$ cat config.mk
export PLATFORM = sky130hd
export DESIGN_NAME = cpuCore
export DESIGN_NICKNAME = d
export VERILOG_FILES = /design/src/isaPkg.sv /design/src/ctrlPkg.sv /design/src/controlUnit.sv /design/src/fetchUnit.sv /design/src/regFile.sv /design/src/alu.sv /design/src/shifter.sv /design/src/cpuCore.sv
export SDC_FILE = /design/constraint.sdc
export NUM_CORES = 2
export LEC_CHECK = 0
export ABC_CLOCK_PERIOD_IN_PS = 12700
export BUFFER_PORTS_ARGS = -buffer_cell sky130_fd_sc_hd__buf_2
export CAP_MARGIN = 15
export CELL_PAD_IN_SITES_DETAIL_PLACEMENT = 1
export CELL_PAD_IN_SITES_GLOBAL_PLACEMENT = 1
export CORE_AREA = 2 2 375 377
export DETAILED_ROUTE_END_ITERATION = 12
export DIE_AREA = 0 0 377 379
export PLACE_DENSITY_LB_ADDON = 0.1
export SLEW_MARGIN = 10
export SYNTH_ARGS = -nofsm -noshare
export SYNTH_HDL_FRONTEND = slang
export SYNTH_SLANG_ARGS = --single-unit
$ cat constraint.sdc
create_clock -name clk -period 12.7 [get_ports clk]
set_clock_uncertainty 0.1 [all_clocks]
set_input_delay 1.27 -clock clk [delete_from_list [all_inputs] [get_ports clk]]
set_output_delay 1.27 -clock clk [all_outputs]
set_load 0.005 [all_outputs]
$ cat src/isaPkg.sv
`default_nettype none

package isaPkg;

	localparam int wordWidth = 32;
	localparam int regAddrWidth = 5;
	localparam int shamtWidth = 5;
	localparam int immWidth = 16;

	// primary opcode, bits 31:26
	typedef enum logic [5:0] {
		ARIT = 6'b000000, // R-type, see funct
		ADDI = 6'b001000,
		ADDIU = 6'b001001
	} opcode_t;

	// R-type funct, bits 5:0
	typedef enum logic [5:0] {
		SLL = 6'b000000,
		SRL = 6'b000010,
		SRA = 6'b000011,
		SLLV = 6'b000100,
		SRAV = 6'b000111,
		JR = 6'b001000,
		ADD = 6'b100000,
		SUB = 6'b100010,
		AND = 6'b100100,
		SLT = 6'b101010
	} funct_t;

endpackage

`default_nettype wire

$ cat src/ctrlPkg.sv
`default_nettype none

package ctrlPkg;

	typedef enum logic [2:0] {
		stFetch,
		stDecode,
		stAluExec,
		stAluWrite,
		stShiftLoad,
		stShiftRun,
		stShiftWrite,
		stJump
	} state_t;

	typedef enum logic [1:0] {
		aluAdd,
		aluSub,
		aluAnd,
		aluSlt // signed compare
	} aluOp_t;

	typedef enum logic {
		srcReg, // operand register B
		srcImm // sign-extended immediate
	} srcB_t;

	typedef enum logic [2:0] {
		shiftHold,
		shiftLoad,
		shiftLeft,
		shiftRightLogic,
		shiftRightArith
	} shiftOp_t;

	typedef enum logic {
		amtShamt,
		amtReg // low bits of A
	} amtSrc_t;

	typedef enum logic {
		dstRd,
		dstRt
	} regDst_t;

	typedef enum logic {
		wbAlu,
		wbShift
	} wbSrc_t;

	typedef enum logic {
		pcSeq,
		pcReg
	} pcSrc_t;

endpackage

`default_nettype wire

$ cat src/controlUnit.sv
`timescale 1ns/10ps
`default_nettype none

module controlUnit (
	input wire logic clk,
	input wire logic reset,
	input wire isaPkg::opcode_t opcode,
	input wire isaPkg::funct_t funct,
	output logic irLoad,
	output logic pcLoad,
	output logic operandLoad,
	output logic regWrite,
	output logic instrRead,
	output logic aluOutLoad,
	output ctrlPkg::regDst_t regDst,
	output ctrlPkg::wbSrc_t wbSrc,
	output ctrlPkg::aluOp_t aluOp,
	output ctrlPkg::srcB_t srcB,
	output ctrlPkg::shiftOp_t shiftOp,
	output ctrlPkg::amtSrc_t amtSrc,
	output ctrlPkg::pcSrc_t pcSrc
);

	ctrlPkg::state_t state;
	ctrlPkg::shiftOp_t shiftDir; // direction picked at decode

	always_ff @(posedge clk) begin
		if (reset) begin
			state <= ctrlPkg::stFetch;
			aluOp <= ctrlPkg::aluAdd;
			srcB <= ctrlPkg::srcReg;
			regDst <= ctrlPkg::dstRd;
			amtSrc <= ctrlPkg::amtShamt;
			shiftDir <= ctrlPkg::shiftHold;
		end else begin
			case (state)
				ctrlPkg::stFetch: state <= ctrlPkg::stDecode;
				ctrlPkg::stDecode: begin
					srcB <= ctrlPkg::srcReg;
					regDst <= ctrlPkg::dstRd;
					amtSrc <= ctrlPkg::amtShamt;
					state <= ctrlPkg::stFetch; // unknown encoding, no-op
					case (opcode)
						isaPkg::ARIT: begin
							case (funct)
								isaPkg::ADD: begin
									aluOp <= ctrlPkg::aluAdd;
									state <= ctrlPkg::stAluExec;
								end
								isaPkg::SUB: begin
									aluOp <= ctrlPkg::aluSub;
									state <= ctrlPkg::stAluExec;
								end
								isaPkg::AND: begin
									aluOp <= ctrlPkg::aluAnd;
									state <= ctrlPkg::stAluExec;
								end
								isaPkg::SLT: begin
									aluOp <= ctrlPkg::aluSlt;
									state <= ctrlPkg::stAluExec;
								end
								isaPkg::SLL: begin
									shiftDir <= ctrlPkg::shiftLeft;
									state <= ctrlPkg::stShiftLoad;
								end
								isaPkg::SRL: begin
									shiftDir <= ctrlPkg::shiftRightLogic;
									state <= ctrlPkg::stShiftLoad;
								end
								isaPkg::SRA: begin
									shiftDir <= ctrlPkg::shiftRightArith;
									state <= ctrlPkg::stShiftLoad;
								end
								isaPkg::SLLV: begin
									shiftDir <= ctrlPkg::shiftLeft;
									amtSrc <= ctrlPkg::amtReg;
									state <= ctrlPkg::stShiftLoad;
								end
								isaPkg::SRAV: begin
									shiftDir <= ctrlPkg::shiftRightArith;
									amtSrc <= ctrlPkg::amtReg;
									state <= ctrlPkg::stShiftLoad;
								end
								isaPkg::JR: state <= ctrlPkg::stJump;
								default: ;
							endcase
						end
						isaPkg::ADDI, isaPkg::ADDIU: begin // both wrap, no trap
							aluOp <= ctrlPkg::aluAdd;
							srcB <= ctrlPkg::srcImm;
							regDst <= ctrlPkg::dstRt;
							state <= ctrlPkg::stAluExec;
						end
						default: ;
					endcase
				end
				ctrlPkg::stAluExec: state <= ctrlPkg::stAluWrite;
				ctrlPkg::stAluWrite: state <= ctrlPkg::stFetch;
				ctrlPkg::stShiftLoad: state <= ctrlPkg::stShiftRun;
				ctrlPkg::stShiftRun: state <= ctrlPkg::stShiftWrite;
				ctrlPkg::stShiftWrite: state <= ctrlPkg::stFetch;
				ctrlPkg::stJump: state <= ctrlPkg::stFetch;
				default: state <= ctrlPkg::stFetch;
			endcase
		end
	end

	assign instrRead = (state == ctrlPkg::stFetch);
	assign irLoad = (state == ctrlPkg::stFetch);
	assign pcLoad = (state == ctrlPkg::stFetch) || (state == ctrlPkg::stJump);
	assign pcSrc = (state == ctrlPkg::stJump) ? ctrlPkg::pcReg : ctrlPkg::pcSeq;
	assign operandLoad = (state == ctrlPkg::stDecode);
	assign aluOutLoad = (state == ctrlPkg::stAluExec);
	assign regWrite = (state == ctrlPkg::stAluWrite) || (state == ctrlPkg::stShiftWrite);
	assign wbSrc = (state == ctrlPkg::stShiftWrite) ? ctrlPkg::wbShift : ctrlPkg::wbAlu;

	always_comb begin
		case (state)
			ctrlPkg::stShiftLoad: shiftOp = ctrlPkg::shiftLoad; // take B
			ctrlPkg::stShiftRun: shiftOp = shiftDir;
			default: shiftOp = ctrlPkg::shiftHold;
		endcase
	end

	noWriteOnFetch: assert property (@(posedge clk) disable iff (reset)
		!(regWrite && instrRead));

	legalState: assert property (@(posedge clk) disable iff (reset)
		!$isunknown(state) && state inside {ctrlPkg::stFetch, ctrlPkg::stDecode,
		ctrlPkg::stAluExec, ctrlPkg::stAluWrite, ctrlPkg::stShiftLoad,
		ctrlPkg::stShiftRun, ctrlPkg::stShiftWrite, ctrlPkg::stJump});

endmodule

`default_nettype wire

$ cat src/fetchUnit.sv
`timescale 1ns/10ps
`default_nettype none

module fetchUnit #(
	parameter logic [isaPkg::wordWidth-1:0] resetPc = '0
) (
	input wire logic clk,
	input wire logic reset,
	input wire logic [isaPkg::wordWidth-1:0] instr,
	input wire logic irLoad,
	input wire logic pcLoad,
	input wire ctrlPkg::pcSrc_t pcSrc,
	input wire logic [isaPkg::wordWidth-1:0] jumpTarget,
	output logic [isaPkg::wordWidth-1:0] instrAddr,
	output isaPkg::opcode_t opcode,
	output isaPkg::funct_t funct,
	output logic [isaPkg::regAddrWidth-1:0] rs,
	output logic [isaPkg::regAddrWidth-1:0] rt,
	output logic [isaPkg::regAddrWidth-1:0] rd,
	output logic [isaPkg::shamtWidth-1:0] shamt,
	output logic [isaPkg::immWidth-1:0] imm
);

	logic [isaPkg::wordWidth-1:0] pc;
	logic [isaPkg::wordWidth-1:0] ir;
	logic [isaPkg::wordWidth-1:0] nextPc;

	assign nextPc = (pcSrc == ctrlPkg::pcReg) ? jumpTarget : pc + 32'd4;

	always_ff @(posedge clk) begin
		if (reset) begin
			pc <= resetPc;
			ir <= '0;
		end else begin
			if (pcLoad) pc <= nextPc;
			if (irLoad) ir <= instr;
		end
	end

	assign instrAddr = pc;

	// standard MIPS field layout
	assign opcode = isaPkg::opcode_t'(ir[31:26]);
	assign rs = ir[25:21];
	assign rt = ir[20:16];
	assign rd = ir[15:11];
	assign shamt = ir[10:6];
	assign funct = isaPkg::funct_t'(ir[5:0]);
	assign imm = ir[15:0];

	pcHold: assert property (@(posedge clk) disable iff (reset) !pcLoad |=> $stable(pc));

endmodule

`default_nettype wire

$ cat src/regFile.sv
`timescale 1ns/10ps
`default_nettype none

module regFile (
	input wire logic clk,
	input wire logic reset,
	input wire logic [isaPkg::regAddrWidth-1:0] rs,
	input wire logic [isaPkg::regAddrWidth-1:0] rt,
	input wire logic [isaPkg::regAddrWidth-1:0] rd,
	input wire logic operandLoad,
	input wire logic regWrite,
	input wire ctrlPkg::regDst_t regDst,
	input wire ctrlPkg::wbSrc_t wbSrc,
	input wire logic [isaPkg::wordWidth-1:0] aluResult,
	input wire logic [isaPkg::wordWidth-1:0] shiftResult,
	output logic [isaPkg::wordWidth-1:0] operandA,
	output logic [isaPkg::wordWidth-1:0] operandB,
	output logic regWriteEn,
	output logic [isaPkg::regAddrWidth-1:0] regWriteAddr,
	output logic [isaPkg::wordWidth-1:0] regWriteData
);

	logic [isaPkg::wordWidth-1:0] regs [2**isaPkg::regAddrWidth];

	assign regWriteEn = regWrite;
	assign regWriteAddr = (regDst == ctrlPkg::dstRt) ? rt : rd;
	assign regWriteData = (wbSrc == ctrlPkg::wbShift) ? shiftResult : aluResult;

	always_ff @(posedge clk) begin
		if (reset) begin
			for (int i = 0; i < 2**isaPkg::regAddrWidth; i++) regs[i] <= '0;
			operandA <= '0;
			operandB <= '0;
		end else begin
			if (regWrite && regWriteAddr != '0) regs[regWriteAddr] <= regWriteData; // r0 not stored
			if (operandLoad) begin
				operandA <= regs[rs];
				operandB <= regs[rt];
			end
		end
	end

	zeroReg: assert property (@(posedge clk) disable iff (reset)
		operandLoad && rs == '0 |=> operandA == '0);

endmodule

`default_nettype wire

$ cat src/alu.sv
`timescale 1ns/10ps
`default_nettype none

module alu (
	input wire logic clk,
	input wire logic reset,
	input wire logic [isaPkg::wordWidth-1:0] operandA,
	input wire logic [isaPkg::wordWidth-1:0] operandB,
	input wire logic [isaPkg::immWidth-1:0] imm,
	input wire ctrlPkg::srcB_t srcB,
	input wire ctrlPkg::aluOp_t aluOp,
	input wire logic aluOutLoad,
	output logic [isaPkg::wordWidth-1:0] aluResult
);

	logic [isaPkg::wordWidth-1:0] immExt;
	logic [isaPkg::wordWidth-1:0] b;
	logic [isaPkg::wordWidth-1:0] result;

	assign immExt = {{(isaPkg::wordWidth-isaPkg::immWidth){imm[isaPkg::immWidth-1]}}, imm};
	assign b = (srcB == ctrlPkg::srcImm) ? immExt : operandB;

	always_comb begin
		case (aluOp)
			ctrlPkg::aluAdd: result = operandA + b; // wraps
			ctrlPkg::aluSub: result = operandA - b;
			ctrlPkg::aluAnd: result = operandA & b;
			ctrlPkg::aluSlt: result = {{(isaPkg::wordWidth-1){1'b0}},
				($signed(operandA) < $signed(b))};
			default: result = '0;
		endcase
	end

	always_ff @(posedge clk) begin
		if (reset) aluResult <= '0;
		else if (aluOutLoad) aluResult <= result;
	end

endmodule

`default_nettype wire

$ cat src/shifter.sv
`timescale 1ns/10ps
`default_nettype none

module shifter (
	input wire logic clk,
	input wire logic reset,
	input wire logic [isaPkg::wordWidth-1:0] operandA,
	input wire logic [isaPkg::wordWidth-1:0] operandB,
	input wire logic [isaPkg::shamtWidth-1:0] shamt,
	input wire ctrlPkg::shiftOp_t shiftOp,
	input wire ctrlPkg::amtSrc_t amtSrc,
	output logic [isaPkg::wordWidth-1:0] shiftResult
);

	logic [isaPkg::wordWidth-1:0] held;
	logic [isaPkg::shamtWidth-1:0] amount;

	// variable shifts take rs[4:0]
	assign amount = (amtSrc == ctrlPkg::amtReg) ? operandA[isaPkg::shamtWidth-1:0] : shamt;

	always_ff @(posedge clk) begin
		if (reset) begin
			held <= '0;
		end else begin
			case (shiftOp)
				ctrlPkg::shiftLoad: held <= operandB; // rt value
				ctrlPkg::shiftLeft: held <= held << amount;
				ctrlPkg::shiftRightLogic: held <= held >> amount;
				ctrlPkg::shiftRightArith: held <= $unsigned($signed(held) >>> amount);
				default: held <= held;
			endcase
		end
	end

	assign shiftResult = held;

endmodule

`default_nettype wire

$ cat src/cpuCore.sv
`timescale 1ns/10ps
`default_nettype none

module cpuCore #(
	parameter logic [isaPkg::wordWidth-1:0] resetPc = '0
) (
	input wire logic clk,
	input wire logic reset,
	input wire logic [isaPkg::wordWidth-1:0] instr,
	output logic [isaPkg::wordWidth-1:0] instrAddr,
	output logic instrRead,
	output logic regWriteEn,
	output logic [isaPkg::regAddrWidth-1:0] regWriteAddr,
	output logic [isaPkg::wordWidth-1:0] regWriteData
);

	isaPkg::opcode_t opcode;
	isaPkg::funct_t funct;
	logic [isaPkg::regAddrWidth-1:0] rs;
	logic [isaPkg::regAddrWidth-1:0] rt;
	logic [isaPkg::regAddrWidth-1:0] rd;
	logic [isaPkg::shamtWidth-1:0] shamt;
	logic [isaPkg::immWidth-1:0] imm;
	logic [isaPkg::wordWidth-1:0] operandA;
	logic [isaPkg::wordWidth-1:0] operandB;
	logic [isaPkg::wordWidth-1:0] aluResult;
	logic [isaPkg::wordWidth-1:0] shiftResult;

	logic irLoad;
	logic pcLoad;
	logic operandLoad;
	logic regWrite;
	logic aluOutLoad;
	ctrlPkg::regDst_t regDst;
	ctrlPkg::wbSrc_t wbSrc;
	ctrlPkg::aluOp_t aluOp;
	ctrlPkg::srcB_t srcB;
	ctrlPkg::shiftOp_t shiftOp;
	ctrlPkg::amtSrc_t amtSrc;
	ctrlPkg::pcSrc_t pcSrc;

	controlUnit control (
		.clk(clk), .reset(reset), .opcode(opcode), .funct(funct),
		.irLoad(irLoad), .pcLoad(pcLoad), .operandLoad(operandLoad),
		.regWrite(regWrite), .instrRead(instrRead), .aluOutLoad(aluOutLoad),
		.regDst(regDst), .wbSrc(wbSrc), .aluOp(aluOp), .srcB(srcB),
		.shiftOp(shiftOp), .amtSrc(amtSrc), .pcSrc(pcSrc)
	);

	fetchUnit #(.resetPc(resetPc)) fetch (
		.clk(clk), .reset(reset), .instr(instr), .irLoad(irLoad),
		.pcLoad(pcLoad), .pcSrc(pcSrc), .jumpTarget(operandA), // JR target
		.instrAddr(instrAddr), .opcode(opcode), .funct(funct),
		.rs(rs), .rt(rt), .rd(rd), .shamt(shamt), .imm(imm)
	);

	regFile regs (
		.clk(clk), .reset(reset), .rs(rs), .rt(rt), .rd(rd),
		.operandLoad(operandLoad), .regWrite(regWrite), .regDst(regDst),
		.wbSrc(wbSrc), .aluResult(aluResult), .shiftResult(shiftResult),
		.operandA(operandA), .operandB(operandB), .regWriteEn(regWriteEn),
		.regWriteAddr(regWriteAddr), .regWriteData(regWriteData)
	);

	alu aluUnit (
		.clk(clk), .reset(reset), .operandA(operandA), .operandB(operandB),
		.imm(imm), .srcB(srcB), .aluOp(aluOp), .aluOutLoad(aluOutLoad),
		.aluResult(aluResult)
	);

	shifter shiftUnit (
		.clk(clk), .reset(reset), .operandA(operandA), .operandB(operandB),
		.shamt(shamt), .shiftOp(shiftOp), .amtSrc(amtSrc),
		.shiftResult(shiftResult)
	);

endmodule

`default_nettype wire

; ---- Word-level counts from Yosys, hierarchy flattened
; Memory sizes are Yosys's and may differ from the RTL's. A register that Yosys moved wholly into a read port is not among the register bits.
; Cells that the tools add are included.
[word_totals]
register_bits = 138
mem_bits_rw = 1024
inputBits = 34
wordCells = 92
mem_count = 1
[op_classes]
add_sub_neg = 3
n_lt_le_gt_ge = 1
n_eq_ne = 26
n_shift = 3
n_mux = 27
bitwise = 1
n_reduce_logical = 21
[memory_table]
columns = name, depth, width, read_ports, rd_clocked_by_memory_dff, write_ports, line_no
row1 = regs.regs, 32, 32, 2, 2, 32, regFile.sv:23  ; logic [isaPkg::wordWidth-1:0] regs [2**isaPkg::regAddrWidth];
[op_table]
columns = cell, n
row1 = 32-bit case mux with 4 select lines, 2
row2 = 32-bit two-way mux, 4
row3 = 32-bit by 3-bit adder with 32-bit output (second input constant), 1
row4 = 32-bit adder, 1
row5 = 32-bit bitwise AND, 1
row6 = 32-bit less-than comparator, 1
row7 = 32-bit OR reduction, 1
row8 = 32-bit by 5-bit left shift with 32-bit output, 1
row9 = 32-bit by 5-bit >> shifter with 32-bit output, 1
row10 = 32-bit by 5-bit >>> shifter with 32-bit output, 1
row11 = 32-bit subtractor, 1
row12 = 6-bit equality test (second input constant), 4
row13 = 6-bit by 4-bit equality test with 1-bit output (second input constant), 3
row14 = 3-bit case mux with 3 select lines, 2
row15 = 3-bit case mux with 6 select lines, 1
row16 = 3-bit equality test (second input constant), 5
row17 = 5-bit two-way mux, 3
row18 = 3-bit by 2-bit equality test with 1-bit output (second input constant), 4
row19 = 6-bit by 2-bit equality test with 1-bit output (second input constant), 2
row20 = 6-bit by 3-bit equality test with 1-bit output (second input constant), 2
row21 = 6-bit logical NOT, 2
row22 = 3-bit case mux with 2 select lines, 2
row23 = 1-bit two-way mux, 11
row24 = 2-bit case mux with 4 select lines, 1
row25 = 18 further kinds, 25

; ---- Depth between registers and ports, before layout
[logic_depth]
ltp_word = 8
depth_mapped = 17

; ---- By module
; Synthesis repeated with hierarchy kept, for this count alone.
[hier_totals]
hier_cells = 6667
hier_area_um2 = 71504.8
[by_module_without_submodules]
columns = module, instances, cells_each, area_per_inst_um2, seq_area_each_um2
row1 = regFile, 1, 4728, 55956.2, 32030.7
row2 = shifter, 1, 675, 5815.6, 640.6
row3 = alu, 1, 790, 5710.5, 640.6
row4 = fetchUnit, 1, 383, 3289.4, 1281.2
row5 = controlUnit, 1, 91, 733.2, 200.2

; ---- Worst setup path after synthesis
; No wires, ideal clock.
[synth_timing]
path_type = register to register
from = register control.srcB
to = register aluUnit.aluResult[29] (netlist bit)
setup_time_ns = 0.128
t_arrival_ns = 3.978
setup_slack_ns = 8.494
stages_incl_launch_ff = 15
period_less_slack_ns = 4.206
cell_sequence = dfxtp_1 clkbuf_1 buf_1 clkbuf_1 mux2i_1 ha_1 nor2b_1 o31a_1 o31a_1 or2_1 a31oi_4 a31oi_1 mux2_2 o41ai_1 a31oi_1
[synth_between]
elab_chain_cells = 3
elab_cells_between_ends = 5
cone_classes = add/sub: 2 / mux: 2 / bitwise: 1
[synth_rtl]
columns = element, line_no
row1 = "start, declared", controlUnit.sv:18  ; output ctrlPkg::srcB_t srcB,
row2 = "start signal, assigned", controlUnit.sv:31  ; srcB <= ctrlPkg::srcReg;
row3 = "start signal, assigned", controlUnit.sv:39  ; srcB <= ctrlPkg::srcReg;
row4 = "start signal, assigned", controlUnit.sv:90  ; srcB <= ctrlPkg::srcImm;
row5 = 32-bit two-way mux *, alu.sv:21  ; assign b = (srcB == ctrlPkg::srcImm) ? immExt : operandB;
row6 = 32-bit subtractor (tied with other cells), alu.sv:26  ; ctrlPkg::aluSub: result = operandA - b;
row7 = 32-bit case mux with 4 select lines *, alu.sv:24  ; case (aluOp)
row8 = "end signal, assigned", alu.sv:36  ; else if (aluOutLoad) aluResult <= result;
row9 = "end, declared", alu.sv:13  ; output logic [isaPkg::wordWidth-1:0] aluResult
; Mark *: on every way between the ends. The rest lies on a longest branch, timed or not.
; A chain may end at the register's enable or synchronous reset.

; ---- Worst setup path after layout
[layout_timing]
from = register control.state[0]
to = output port regWriteData[26] (netlist bit)
[layout_between]
elab_chain_cells = 3
[layout_rtl]
columns = element, line_no
row1 = "start, declared", controlUnit.sv:24  ; ctrlPkg::state_t state;
row2 = "start signal, assigned", controlUnit.sv:29  ; state <= ctrlPkg::stFetch;
row3 = "start signal, assigned", controlUnit.sv:37  ; ctrlPkg::stFetch: state <= ctrlPkg::stDecode;
row4 = "start signal, assigned", controlUnit.sv:42  ; state <= ctrlPkg::stFetch;
row5 = 3-bit equality test, controlUnit.sv:115  ; assign wbSrc = (state == ctrlPkg::stShiftWrite) ? ctrlPkg::wbShift : ctrlPkg::wbAlu;
row6 = 1-bit two-way mux, controlUnit.sv:115
row7 = 32-bit two-way mux, regFile.sv:27  ; assign regWriteData = (wbSrc == ctrlPkg::wbShift) ? shiftResult : aluResult;
row8 = "end, declared", cpuCore.sv:14  ; output logic [isaPkg::wordWidth-1:0] regWriteData
; No other way between the ends.

==> out/results.txt <==
post_cts resized = 0
# IOs = 105
total setup buffers inserted after CTS = 0
max-cap violations = 0
core footprint = 0.139 mm2
Die Width = 377 um
first-pass GRT wire length = 378,000 um
P_sw = 3.23 mW
Worst Slack Setup Final = 7480 ps
CP Max Fanout = 32
Max VDD drop = 0.000125 V
Worst-Skew Late Latency = 800 ps
Inst Count DP = 6,928
LEAKAGE = 25.2 nW
largest net degree at the start of global routing = 102
count of cell types in the netlist = 84
die height = 379 um
placed cell area = 0.0704 mm2
wire per inst = 37.0 um
Relative slew margins = 20.0%
sequential share of power = 44.3%
minimum clock period = 5220 ps
Place WS = 7920 ps
Num CTS Buffers = 138
Tightest Pin Transition = 1200 ps
Synth Area in XOR/XNOR = 0.402%
routed wire length = 266,000 um
# setup viols final = 0
Synth Area in Compound Gates = 6.70%
FF-to-FF path depth = 11
top area cells in the synthesized netlist = edfxtp_1, mux4_2, nor2_1
Setup crit start kind = flop
vias = 50,400
Setup Crit Path Kind = reg2out
layout net count = 5,364
asr flop ratio synth = 0%
Final Hold Fails = 0
leading area contributor after synthesis = edfxtp_1
CTS root buf = clkbuf_16
routed vias/inst = 7.01
vias in the first global route = 50,500
mux share of post-synthesis cell area = 25.8%
H-tree levels = 4
post-route insts no fill = 7,190
hold path depth = 2
Placer Congestion = 0.979
Area Growth Syn to Fin = 10.7%
port bufs = 104
Power Total = 10.7 mW
initial core utilization = 48.7%
most frequent cells in the layout = nor2_1, edfxtp_1, mux4_2
GR Util All Layers = 37.4%
Hold-fix buffers, CTS = 0
DRC violations left = 0
Post-Synthesis Cell Area = 0.0676 mm2
Syn. warnings = 0
GRT Residual Overflow = 0
Crit. End Element = output pin
WP data arrival = 3850 ps
Mapped Cells = 5,340
Die Area = 0.143 mm2
number of flops mapped to enable cells by yosys = 1,024
initial antenna violation count = 5
Synth Area per Inst = 12.7 um2
Worst Path Required = 11,330 ps
Fmax achieved = 192 MHz
CTS sink cnt = 1,226
adder-cell share of the synthesized area = 1.26%
Slew Viols, Final = 0
Pint = 7.50 mW
largest family of logic cells by synthesized area = multiplexers
unrepaired setup endpoints after global routing = no
layout cell share with drive strength beyond 1 = 23.3%
pwr/cell area = 143 mW/mm2
Final Cycle Share = 41.1%
Yosys reg bits = 1,226
simple-gate share of the synthesized area = 10.7%
outcome = finished clean
first-pass iteration count of the detailed router = 5
maximum clock insertion buffer count = 3
combinational power share = 18.7%
Rows = 137
ANT nets after route = 0
sequential cell area fraction in the yosys report = 51.5%
HP Class = reg2reg
CTS tree = built
setup_tns = 0 ps
Yosys top cell area share = 45.5%
commonest non-fill, non-tap cell in the layout = nor2_1
smallest hold slack = 371 ps
Top FF cell, synth = edfxtp_1
switching portion of total power = 30.1%
Design Area, Final = 0.0748 mm2
DRT iter0 DRCs = 6,780
clock transition at the registers of the reported paths = 60 ps
clock group share of total power = 37.0%
DP HPWL = 173,000 um
Util after Layout = 53.9%
-- registers in the layout, summed over array words and instances (netlist names), 3 cells and up --
name	flops
regs.regs	1024
control.state	3
regs.operandB	32
regs.operandA	32
control.shiftDir	3
fetch.instrAddr	32
fetch.ir	32
aluUnit.aluResult	32
shiftUnit.shiftResult	32
-- power groups by stage --
stage	sequential (mW)	clock, mW	combinational [mW]
after CTS	4.75	4.00	1.97
after global placement	4.81	0	1.94
final	4.75	3.97	2.01
after global routing	4.76	4.14	2.10
after floorplan	4.67	0	1.35
after detailed placement	4.83	0	1.96
-- final cells by class --
class	instances	area [um2]
antenna	6	15.0
clock buffer	181	3650
clock inverter	73	721
fill	13800	64000
inverter	111	417
multi-input combinational	3517	31000
sequential	1226	34800
tap	1807	2260
timing repair buffer	269	1910
-- critical path, stage by stage (launching register included) --
cell and delay [ps]:
dfxtp_1 580, nand3b_1 170, buf_4 550, buf_4 610, mux2i_4 320, buf_4 440, inv_1 160, buf_2 170
-- layer usage --
layer	track usage [%]	share of wire (%)
met1	49.5	38
met2	58.9	47
met5	0	0.012
met3	7.57	9.8
met4	19.4	5.8
-- cells by family (layout without fill, tap and decap cells) --
kind of cell             after synthesis  count (layout)
AO/OA/AOI/OAI                        694             694
AND/OR/NAND/NOR                     1777            1777
flip-flops                          1226            1226
XOR/XNOR                              31              31
multiplexers                         916             916
buffers and inverters                628             634
adder cells (fa/ha/maj)               67              67
other                                  1              38
-- cells in the mapped netlist (all sizes together), types with 12 or more instances --
master,count
clkbuf,400
o31ai,13
nand2,248
inv,109
o21bai,17
o21a,12
a22oi,23
nand3,35
a311oi,15
nor3,52
a31oi,39
a211oi,88
o211ai,29
xnor2,26
and3,19
edfxtp,1024
o21ai,122
a221oi,26
nand2b,45
mux4,658
nor2,1292
a21oi,198
mux2i,249
or3,21
dfxtp,202
a21o,15
ha,65
buf,117
o22ai,20
-- worst paths after layout --
kind,from,slack (ps),end
setup / recovery,control.state[0],7480,regWriteData[26]
hold reg to reg,fetch.ir[26],370,fetch.ir[26]
setup reg to reg,control.amtSrc,7770,shiftUnit.shiftResult[25]
hold / removal,fetch.ir[26],370,fetch.ir[26]
Note: power is estimated with default switching activity, not from simulation.
